### src/sha3pad_pkg.sv
// Shared widths, encodings and constant functions for the SHA3 pad front end
// Message path is fixed at 64 bits, rates are counted in 64-bit words
// rate_words returns 0 for an unused strength code

package sha3pad_pkg;

  // Message word geometry
  localparam int MsgWidth   = 64;
  localparam int MsgStrbW   = MsgWidth / 8;
  // Largest rate is 168 bytes (L128)
  localparam int MsgEntries = 21;
  localparam int MsgCntW    = 5;

  typedef enum logic [1:0] {
    Sha3,
    Shake,
    CShake
  } sha3_mode_e;

  typedef enum logic [2:0] {
    L128,
    L224,
    L256,
    L384,
    L512
  } strength_e;

  // Source of the word written into the block buffer
  typedef enum logic [2:0] {
    SelNone,
    SelMsg,
    SelPrefix,
    SelFuncPad,
    SelZeroEnd
  } pad_sel_e;

  // Block size in 64-bit words
  function automatic logic [MsgCntW-1:0] rate_words(strength_e s);
    unique case (s)
      L128:    return MsgCntW'(21);
      L224:    return MsgCntW'(18);
      L256:    return MsgCntW'(17);
      L384:    return MsgCntW'(13);
      L512:    return MsgCntW'(9);
      default: return '0;
    endcase
  endfunction

  // Domain bits plus the first 1 of pad10*1, LSB first
  function automatic logic [4:0] funcpad_bits(sha3_mode_e m);
    unique case (m)
      Sha3:    return 5'b00110;
      Shake:   return 5'b11111;
      CShake:  return 5'b00100;
      // Only the pad10*1 leading one
      default: return 5'b00001;
    endcase
  endfunction

endpackage

### src/pad_wr_if.sv
// Write port of the block buffer as seen by the pad controller
// Controller owns the write strobes, buffer reports its fill position

`timescale 1ns/1ps

interface pad_wr_if
  import sha3pad_pkg::*;
();

  // Write side
  pad_sel_e           sel;
  logic               wr_en;
  logic               clr;

  // Fill status
  // Next write lands in the last word of the block
  logic               end_of_block;
  // Counter has reached the rate
  logic               block_full;
  logic [MsgCntW-1:0] wr_idx;

  modport ctrl (
    output sel, wr_en, clr,
    input  end_of_block, block_full, wr_idx
  );

  modport buffer (
    input  sel, wr_en, clr,
    output end_of_block, block_full, wr_idx
  );

endinterface

### src/pad_ctrl.sv
// Padding FSM: prefix, message, function pad, zero fill and block runs
// start_i and process_i are single-cycle pulses and never coincide
// One block in flight at a time, a run waits for the previous complete

`timescale 1ns/1ps

module pad_ctrl
  import sha3pad_pkg::*;
(
  input  logic       clk_i,
  input  logic       rst_b,
  input  logic       start_i,
  input  logic       process_i,
  input  sha3_mode_e mode_i,
  input  logic       msg_valid_i,
  input  logic       msg_partial_i,
  input  logic       keccak_ready_i,
  input  logic       keccak_complete_i,
  output logic       msg_ready_o,
  output logic       keccak_run_o,
  output logic       absorbed_o,
  output logic       latch_partial_o,
  output logic       clr_partial_o,
  pad_wr_if.ctrl     wr
);

  typedef enum logic [2:0] {
    Idle,
    Prefix,
    PrefixWait,
    Message,
    Pad,
    PadRun,
    Pad01,
    Flush
  } pad_st_e;

  pad_st_e state_q, state_d;
  logic    process_q;
  logic    busy_q;
  logic    absorbed_d;
  logic    run_ok;

  // Permutation accepts a run only when ready and idle
  assign run_ok = keccak_ready_i && !busy_q;

  ////////////////////////////////////////////////////////////
  // Registers
  ////////////////////////////////////////////////////////////

  always_ff @(posedge clk_i) begin
    if (!rst_b) begin
      state_q    <= Idle;
      process_q  <= 1'b0;
      busy_q     <= 1'b0;
      absorbed_o <= 1'b0;
    end else begin
      state_q    <= state_d;
      absorbed_o <= absorbed_d;
      // process may arrive while a block is still pending
      if (process_i) begin
        process_q <= 1'b1;
      end else if (start_i) begin
        process_q <= 1'b0;
      end
      // Block in flight between run and complete
      if (keccak_run_o) begin
        busy_q <= 1'b1;
      end else if (keccak_complete_i) begin
        busy_q <= 1'b0;
      end
    end
  end

  ////////////////////////////////////////////////////////////
  // Next state and outputs
  ////////////////////////////////////////////////////////////

  always_comb begin
    state_d         = state_q;
    wr.sel          = SelNone;
    wr.wr_en        = 1'b0;
    wr.clr          = 1'b0;
    msg_ready_o     = 1'b0;
    keccak_run_o    = 1'b0;
    latch_partial_o = 1'b0;
    clr_partial_o   = 1'b0;
    absorbed_d      = 1'b0;

    unique case (state_q)
      Idle: begin
        if (start_i) begin
          // cSHAKE sends the bytepad prefix block first
          state_d = (mode_i == CShake) ? Prefix : Message;
        end
      end

      Prefix: begin
        wr.sel = SelPrefix;
        if (!wr.block_full) begin
          wr.wr_en = 1'b1;
        end else if (run_ok) begin
          keccak_run_o = 1'b1;
          wr.clr       = 1'b1;
          state_d      = PrefixWait;
        end
      end

      PrefixWait: begin
        if (keccak_complete_i) begin
          state_d = Message;
        end
      end

      Message: begin
        wr.sel = SelMsg;
        if (wr.block_full) begin
          // Full block goes out before process is looked at
          if (run_ok) begin
            keccak_run_o = 1'b1;
            wr.clr       = 1'b1;
          end
        end else if (process_q || process_i) begin
          state_d = Pad;
        end else begin
          msg_ready_o = 1'b1;
          // Partial word ends the message, kept aside for the pad word
          wr.wr_en        = msg_valid_i && !msg_partial_i;
          latch_partial_o = msg_valid_i && msg_partial_i;
        end
      end

      Pad: begin
        wr.sel = SelFuncPad;
        if (keccak_ready_i) begin
          wr.wr_en      = 1'b1;
          clr_partial_o = 1'b1;
          // End bit already merged when the pad word closes the block
          state_d = wr.end_of_block ? PadRun : Pad01;
        end
      end

      PadRun: begin
        if (run_ok) begin
          keccak_run_o = 1'b1;
          wr.clr       = 1'b1;
          state_d      = Flush;
        end
      end

      Pad01: begin
        wr.sel = SelZeroEnd;
        if (wr.block_full) begin
          if (run_ok) begin
            keccak_run_o = 1'b1;
            wr.clr       = 1'b1;
            state_d      = Flush;
          end
        end else if (keccak_ready_i) begin
          wr.wr_en = 1'b1;
        end
      end

      Flush: begin
        // Only the last block is in flight here
        if (keccak_complete_i) begin
          absorbed_d = 1'b1;
          state_d    = Idle;
        end
      end

      default: begin
        state_d = Idle;
      end
    endcase
  end

  ////////////////////////////////////////////////////////////
  // Assertions
  ////////////////////////////////////////////////////////////

  run_pulse_a: assert property (@(posedge clk_i) disable iff (!rst_b)
    keccak_run_o |=> !keccak_run_o)
    else $error("keccak_run_o held longer than one cycle");

  start_process_excl_a: assert property (@(posedge clk_i) disable iff (!rst_b)
    !(start_i && process_i))
    else $error("start_i and process_i high together");

  // Buffer must drain before any further write
  no_wr_when_full_a: assert property (@(posedge clk_i) disable iff (!rst_b)
    wr.block_full |-> !wr.wr_en)
    else $error("Block write while block_full");

endmodule

### src/prefix_gen.sv
// cSHAKE bytepad prefix: left_encode(rate) then the N/S string, zero filled
// ns_data_i is prepared by software as encode_string(N) || encode_string(S)
// The whole prefix must fit below 136 bytes

`timescale 1ns/1ps

module prefix_gen
  import sha3pad_pkg::*;
#(
  parameter int NsBytes = 30
) (
  input  logic [NsBytes*8-1:0] ns_data_i,
  input  strength_e            strength_i,
  input  logic [MsgCntW-1:0]   wr_idx_i,
  output logic [MsgWidth-1:0]  prefix_word_o
);

  // One full-rate block of prefix words
  logic [MsgEntries-1:0][MsgWidth-1:0] prefix_words;
  logic [7:0]                          rate_bytes;

  // Rate in bytes, 168 at most
  assign rate_bytes = {rate_words(strength_i), 3'b000};

  // Byte 0 is the left_encode length byte, byte 1 the rate
  assign prefix_words = (MsgEntries*MsgWidth)'({ns_data_i, rate_bytes, 8'h01});

  // Index equals the rate once the block is full
  assign prefix_word_o = (wr_idx_i < MsgCntW'(MsgEntries)) ? prefix_words[wr_idx_i] : '0;

  ////////////////////////////////////////////////////////////
  // Elaboration checks
  ////////////////////////////////////////////////////////////

  if (NsBytes + 2 >= 136) begin : g_prefix_too_long
    $error("Prefix of %0d bytes does not fit the block", NsBytes + 2);
  end

endmodule

### src/funcpad_gen.sv
// Function pad word: kept bytes of a partial last word, pad bits, end bit
// A partial word has its top strobe low and contiguous strobes from byte 0
// The latched bytes stay until clr_i after the pad word is written

`timescale 1ns/1ps

module funcpad_gen
  import sha3pad_pkg::*;
(
  input  logic                clk_i,
  input  logic                rst_b,
  input  logic [MsgWidth-1:0] msg_data_i,
  input  logic [MsgStrbW-1:0] msg_strb_i,
  input  logic                latch_i,
  input  logic                clr_i,
  input  sha3_mode_e          mode_i,
  input  logic                end_of_block_i,
  output logic                msg_partial_o,
  output logic [MsgWidth-1:0] pad_word_o
);

  localparam int KeepW = MsgWidth - 8;
  localparam int CntW  = $clog2(MsgStrbW);

  logic [KeepW-1:0] kept_bytes;
  logic [KeepW-1:0] keep_q;
  logic [CntW-1:0]  cnt_q;

  // Top byte missing means the word is partial
  assign msg_partial_o = !msg_strb_i[MsgStrbW-1];

  // Zero the bytes without strobe before they are kept
  always_comb begin
    kept_bytes = '0;
    for (int i = 0; i < MsgStrbW - 1; i++) begin
      if (msg_strb_i[i]) begin
        kept_bytes[8*i +: 8] = msg_data_i[8*i +: 8];
      end
    end
  end

  always_ff @(posedge clk_i) begin
    if (!rst_b || clr_i) begin
      keep_q <= '0;
      cnt_q  <= '0;
    end else if (latch_i) begin
      keep_q <= kept_bytes;
      cnt_q  <= CntW'($countones(msg_strb_i[MsgStrbW-2:0]));
    end
  end

  // Pad byte directly after the last kept byte
  always_comb begin
    pad_word_o = {8'h00, keep_q} | (MsgWidth'(funcpad_bits(mode_i)) << {cnt_q, 3'b000});
    // pad10*1 closing bit when this word ends the block
    pad_word_o[MsgWidth-1] = pad_word_o[MsgWidth-1] | end_of_block_i;
  end

  // Controller only latches words this module flags as partial
  latch_partial_a: assert property (@(posedge clk_i) disable iff (!rst_b)
    latch_i |-> msg_partial_o)
    else $error("Full word latched as partial, strb=%h", msg_strb_i);

endmodule

### src/block_buffer.sv
// Rate-sized block storage feeding the permutation state
// Words beyond the rate stay zero, word 0 sits in the low bits
// Output is registered, a write shows one cycle after wr_en

`timescale 1ns/1ps

module block_buffer
  import sha3pad_pkg::*;
(
  input  logic                                clk_i,
  input  logic                                rst_b,
  input  strength_e                           strength_i,
  input  logic [MsgWidth-1:0]                 msg_data_i,
  input  logic [MsgWidth-1:0]                 prefix_word_i,
  input  logic [MsgWidth-1:0]                 pad_word_i,
  output logic [MsgEntries-1:0][MsgWidth-1:0] keccak_data_o,
  pad_wr_if.buffer                            wr
);

  logic [MsgCntW-1:0]                  rate;
  logic [MsgCntW-1:0]                  cnt_q;
  logic [MsgWidth-1:0]                 wr_data;
  logic [MsgEntries-1:0][MsgWidth-1:0] mem_q;

  assign rate = rate_words(strength_i);

  // Fill status towards the controller
  assign wr.wr_idx       = cnt_q;
  assign wr.block_full   = (cnt_q == rate);
  assign wr.end_of_block = ((cnt_q + MsgCntW'(1)) == rate);

  ////////////////////////////////////////////////////////////
  // Source mux
  ////////////////////////////////////////////////////////////

  always_comb begin
    unique case (wr.sel)
      SelMsg:     wr_data = msg_data_i;
      SelPrefix:  wr_data = prefix_word_i;
      SelFuncPad: wr_data = pad_word_i;
      // Zero fill, last word carries the pad10*1 end bit
      SelZeroEnd: wr_data = {wr.end_of_block, {(MsgWidth-1){1'b0}}};
      default:    wr_data = '0;
    endcase
  end

  ////////////////////////////////////////////////////////////
  // Counter and storage
  ////////////////////////////////////////////////////////////

  always_ff @(posedge clk_i) begin
    if (!rst_b || wr.clr) begin
      cnt_q <= '0;
    end else if (wr.wr_en) begin
      cnt_q <= cnt_q + MsgCntW'(1);
    end
  end

  // Unwritten words must read as zero in every block
  always_ff @(posedge clk_i) begin
    if (!rst_b || wr.clr) begin
      mem_q <= '0;
    end else if (wr.wr_en) begin
      mem_q[wr.wr_idx] <= wr_data;
    end
  end

  assign keccak_data_o = mem_q;

  wr_in_rate_a: assert property (@(posedge clk_i) disable iff (!rst_b)
    wr.wr_en |-> (wr.wr_idx < rate))
    else $error("Write index %h outside rate %h", wr.wr_idx, rate);

endmodule

### src/sha3pad_top.sv
// SHA3 pad front end with plain ports
// mode_i, strength_i and ns_data_i must stay stable from start_i to absorbed_o
// cSHAKE is meant for L128 and L256 only, the prefix must fit the rate

`timescale 1ns/1ps

module sha3pad_top
  import sha3pad_pkg::*;
#(
  parameter int NsBytes = 30
) (
  input  logic                                clk_i,
  input  logic                                rst_b,
  // Message stream
  input  logic                                msg_valid_i,
  input  logic [MsgWidth-1:0]                 msg_data_i,
  input  logic [MsgStrbW-1:0]                 msg_strb_i,
  output logic                                msg_ready_o,
  // Configuration
  input  logic [NsBytes*8-1:0]                ns_data_i,
  input  sha3_mode_e                          mode_i,
  input  strength_e                           strength_i,
  input  logic                                start_i,
  input  logic                                process_i,
  // Permutation side
  output logic [MsgEntries-1:0][MsgWidth-1:0] keccak_data_o,
  input  logic                                keccak_ready_i,
  output logic                                keccak_run_o,
  input  logic                                keccak_complete_i,
  output logic                                absorbed_o
);

  logic                msg_partial;
  logic                latch_partial;
  logic                clr_partial;
  logic [MsgWidth-1:0] prefix_word;
  logic [MsgWidth-1:0] pad_word;

  pad_wr_if u_wr_if ();

  pad_ctrl u_ctrl (
    .clk_i             (clk_i),
    .rst_b             (rst_b),
    .start_i           (start_i),
    .process_i         (process_i),
    .mode_i            (mode_i),
    .msg_valid_i       (msg_valid_i),
    .msg_partial_i     (msg_partial),
    .keccak_ready_i    (keccak_ready_i),
    .keccak_complete_i (keccak_complete_i),
    .msg_ready_o       (msg_ready_o),
    .keccak_run_o      (keccak_run_o),
    .absorbed_o        (absorbed_o),
    .latch_partial_o   (latch_partial),
    .clr_partial_o     (clr_partial),
    .wr                (u_wr_if.ctrl)
  );

  prefix_gen #(
    .NsBytes (NsBytes)
  ) u_prefix (
    .ns_data_i     (ns_data_i),
    .strength_i    (strength_i),
    .wr_idx_i      (u_wr_if.wr_idx),
    .prefix_word_o (prefix_word)
  );

  funcpad_gen u_funcpad (
    .clk_i          (clk_i),
    .rst_b          (rst_b),
    .msg_data_i     (msg_data_i),
    .msg_strb_i     (msg_strb_i),
    .latch_i        (latch_partial),
    .clr_i          (clr_partial),
    .mode_i         (mode_i),
    .end_of_block_i (u_wr_if.end_of_block),
    .msg_partial_o  (msg_partial),
    .pad_word_o     (pad_word)
  );

  block_buffer u_buffer (
    .clk_i         (clk_i),
    .rst_b         (rst_b),
    .strength_i    (strength_i),
    .msg_data_i    (msg_data_i),
    .prefix_word_i (prefix_word),
    .pad_word_i    (pad_word),
    .keccak_data_o (keccak_data_o),
    .wr            (u_wr_if.buffer)
  );

endmodule

### config.mk
export PLATFORM = sky130hd
export DESIGN_NAME = sha3pad_top
export DESIGN_NICKNAME = d
export VERILOG_FILES = /design/src/sha3pad_pkg.sv /design/src/pad_wr_if.sv /design/src/pad_ctrl.sv /design/src/prefix_gen.sv /design/src/funcpad_gen.sv /design/src/block_buffer.sv /design/src/sha3pad_top.sv
export SDC_FILE = /design/constraint.sdc
export NUM_CORES = 2
export LEC_CHECK = 0
export BUFFER_PORTS_ARGS = -buffer_cell sky130_fd_sc_hd__buf_4
export CAP_MARGIN = 20
export CORE_AREA = 4 4 641 643
export CTS_CLUSTER_DIAMETER = 60
export DETAILED_ROUTE_END_ITERATION = 10
export DIE_AREA = 0 0 645 647
export PLACE_DENSITY = 0.3
export SYNTH_ARGS = -nofsm -noshare
export SYNTH_HDL_FRONTEND = slang
export SYNTH_SLANG_ARGS = --single-unit
export TNS_END_PERCENT = 50
### constraint.sdc
create_clock -name clk_i -period 3.4 [get_ports clk_i]
set_input_delay 0.68 -clock clk_i [delete_from_list [all_inputs] [get_ports clk_i]]
set_output_delay 0.68 -clock clk_i [all_outputs]
set_load 0.02 [all_outputs]
==> reports/qor.csv <==
stage,metric,value,unit
finish,final_common_cell,buf_4,
timing,min_period,3.39,ns
place,dpl.hpwl,313000,um
timing,max_freq,295,MHz
route,vias_per_cell,4.09,
finish,fillers,44500,
timing,maxSlewViolCount,0,
grt,grt_pass1_vias,51800,
grt,grt_overflow,0,
job,drv_cap,0,
critical_path,slowest_stage,or4b_4,
synthesis,muxShareOfSynthArea,2.57,%
clock_tree,cts.clk_slew.worst_paths,0.05,ns
clock_tree,htreeDepth,4,
grt,grt_pass1_wl,525000,um
critical_path,cp-start-kind,flip-flop,
route,drt_iter0_drc,3985,
timing,clock_skew,0.0584,ns
route,avgRoutedWirePerCell,31.4,um
grt,use_met2,31.5,%
synthesis,synthAdderAreaFrac,0.305,%
critical_path,reg2reg_slack,0.09,ns
floorplan,dieArea,417000,um^2
synthesis,ys_seq_area_share,53.9,%
timing,hold_viol,0,
place,portBuffers,1670,
finish,fin_nets,7690,
power,powerDensity,727,nW/um^2
route,ant_nets,0,
synthesis,yosys.area_share.simple,10.6,%
timing,slew_headroom,28.8,%
finish,drive_gt1_share,37.5,%
synthesis,synth_top_family_by_area,compound AO/OA/AOI/OAI gates,
grt,antenna_found_initial,71,
place,place_inst,12500,
power,peakVddDrop,388,uV
synthesis,yosysWarnings,0,
floorplan,std_cell_rows,234,
finish,area_delta_synth_final,63.6,%
floorplan,core_region_area,405000,um^2
floorplan,start_util,12.9,%
route,routed_wl,408000,um
grt,grt-busiest-layer,met2,
synthesis,async_flop_share,0,%
critical_path,worstPathCellList,"buf_12, inv_8, or4b_4, o211a_4, a211o_4, nand2_4, buf_6",
finish,mostFrequentLayoutCells,"buf_4, dfxtp_1, a211oi_1",
grt,grt_max_degree,75,
grt,use_met1,22.6,%
synthesis,synth_enable_flop_cells,0,
timing,rsz0062_at_grt,true,
timing,period_share,99.7,%
synthesis,synthXorXnorAreaFrac,0.134,%
synthesis,synth_compound_area_share,26.4,%
critical_path,cp.arrival,2.71,ns
status,outcome,finished clean,
timing,worstMarginPinSlew,1.07,ns
floorplan,die_x,645,um
synthesis,synth_ff_type,dfxtp_1,
route,drcViolationCount,0,
hold_path,hold_class,in2reg,
synthesis,synth_area,52500,um^2
critical_path,crit_fanout,5,
place,gp_congestion,0.927,
critical_path,crit_path_end_kind,output pin,
timing,setup_viol,0,
clock_tree,worst_skew_pair.late_latency,0.94,ns
timing,tns,0,ns
finish,stdcell_count,13000,
power,leakage,31.1,nW
synthesis,ys_types,69,
critical_path,cpPeakStageDelay,0.52,ns
synthesis,postSynthRegisterBits,1414,
floorplan,io_pins,1671,
clock_tree,cts_tree,yes,
route,vias,53200,
clock_tree,cts.sinks,1414,
clock_tree,root_buffer,clkbuf_16,
synthesis,avgSynthCellArea,9.51,um^2
grt,globalRouteMet3Util,5.50,%
clock_tree,cts_buffers,221,
synthesis,syn_nets,5853,
floorplan,die_h,647,um
route,drtPass1Iterations,8,
clock_tree,ctsLongestPathBuffers,4,
critical_path,required,2.72,ns
critical_path,crit_type,reg2out,
grt,track_usage,18.6,%
synthesis,syn_inst,5518,
## cell type report
type	count	area [um^2]	share of cell area [%]
Antenna cell	25	62.6	0.0729
Clock inverter	112	1490	1.73
Tap cell	5428	6790	7.91
Inverter	29	116	0.136
Timing Repair Buffer	2317	20700	24.1
Multi-Input combinational cell	3372	22200	25.9
Clock buffer	292	6200	7.22
Sequential cell	1414	28300	33.0
## critical path, delay by kind of cell, from the launching register on
kind / cells / cell delay (ns)
compound gates: 2 / 0.50
flops: 1 / 0.37
buf+inv: 3 / 0.29
simple gates: 2 / 0.63
## metal layers
metal,routed length (um),up-vias,share of wire (%)
li1,-,24200,-
met1,168000,26400,41
met2,196000,2084,48
met3,30700,452,7.5
met4,14200,26,3.5
met5,161,-,0.039
## path summary, 6_finish.rpt
kind,startpoint,to,cells after the start
setup / recovery,u_buffer.wr.wr_idx[0],keccak_run_o,7
hold reg to reg,u_funcpad.keep_q[16],u_funcpad.keep_q[16],2
hold / removal,msg_data_i[33],u_funcpad.keep_q[33],3
setup reg to reg,u_buffer.wr.wr_idx[1],u_buffer.keccak_data_o[392],7
## sequential cells by signal, indices dropped and copies added (netlist names)
register and count:
u_buffer.keccak_data_o 1344, u_ctrl.busy_q 1, u_funcpad.cnt_q 3, u_ctrl.state_q 3, u_ctrl.process_q 1, u_funcpad.keep_q 56
u_buffer.wr.wr_idx 5, u_ctrl.absorbed_o 1
## cells by family after synthesis
| logic type | after synthesis |
|---|---|
| AO/OA/AOI/OAI | 1897 |
| XOR/XNOR | 8 |
| adder cells (fa/ha/maj) | 11 |
| buffers and inverters | 733 |
| flip-flops | 1414 |
| multiplexers | 68 |
| AND/OR/NAND/NOR | 1387 |
## cell usage after synthesis (27+ instances only)
cell / n / area, um^2
a211oi_1: 1322 / 9920
a21oi_1: 84 / 420
a221oi_1: 29 / 254
a222oi_1: 31 / 310
buf_1: 52 / 195
buf_2: 263 / 1320
clkbuf_1: 365 / 1370
dfxtp_1: 1414 / 28300
inv_1: 28 / 105
mux4_2: 53 / 1190
nand2_1: 90 / 338
nand3_1: 93 / 465
nor2_1: 1124 / 4220
o21a_1: 27 / 203
o22ai_1: 294 / 1840
## repair_timing
action	4_1_cts	5_1_grt
pin swaps	14	4
endpoints found under the setup margin	217	23
gates cloned	3	0
buffers inserted	22	1
resized for setup	44	1
endpoints found under the hold margin	57	0
hold buffers	61	0
## power by group
group,internal [W],switching [W]
Sequential,0.0172,0.000447
Clock,0.0147,0.00934
Combinational,0.00631,0.0143
Total,0.0382,0.0241
## per-stage QoR
step / instance area [um^2] / setup slack (ns) / hold WS [ns] / total power (W) / utilization, %
finish: 85800 / 0.0104 / 0.0865 / 0.0624 / 21.2
global route: 85800 / -0.0936 / 0.0496 / 0.0646 / 21.2
CTS: 85800 / -0.0779 / 0.0000507 / 0.0637 / 21.2
detailed placement: 77100 / -0.567 / 0.440 / 0.0388 / 19.0
global placement: 77000 / -0.619 / 0.438 / 0.0388 / 19.0
floorplan: 52500 / 0.215 / 0.428 / 0.0242 / -
(Power assumes the default switching activity.)
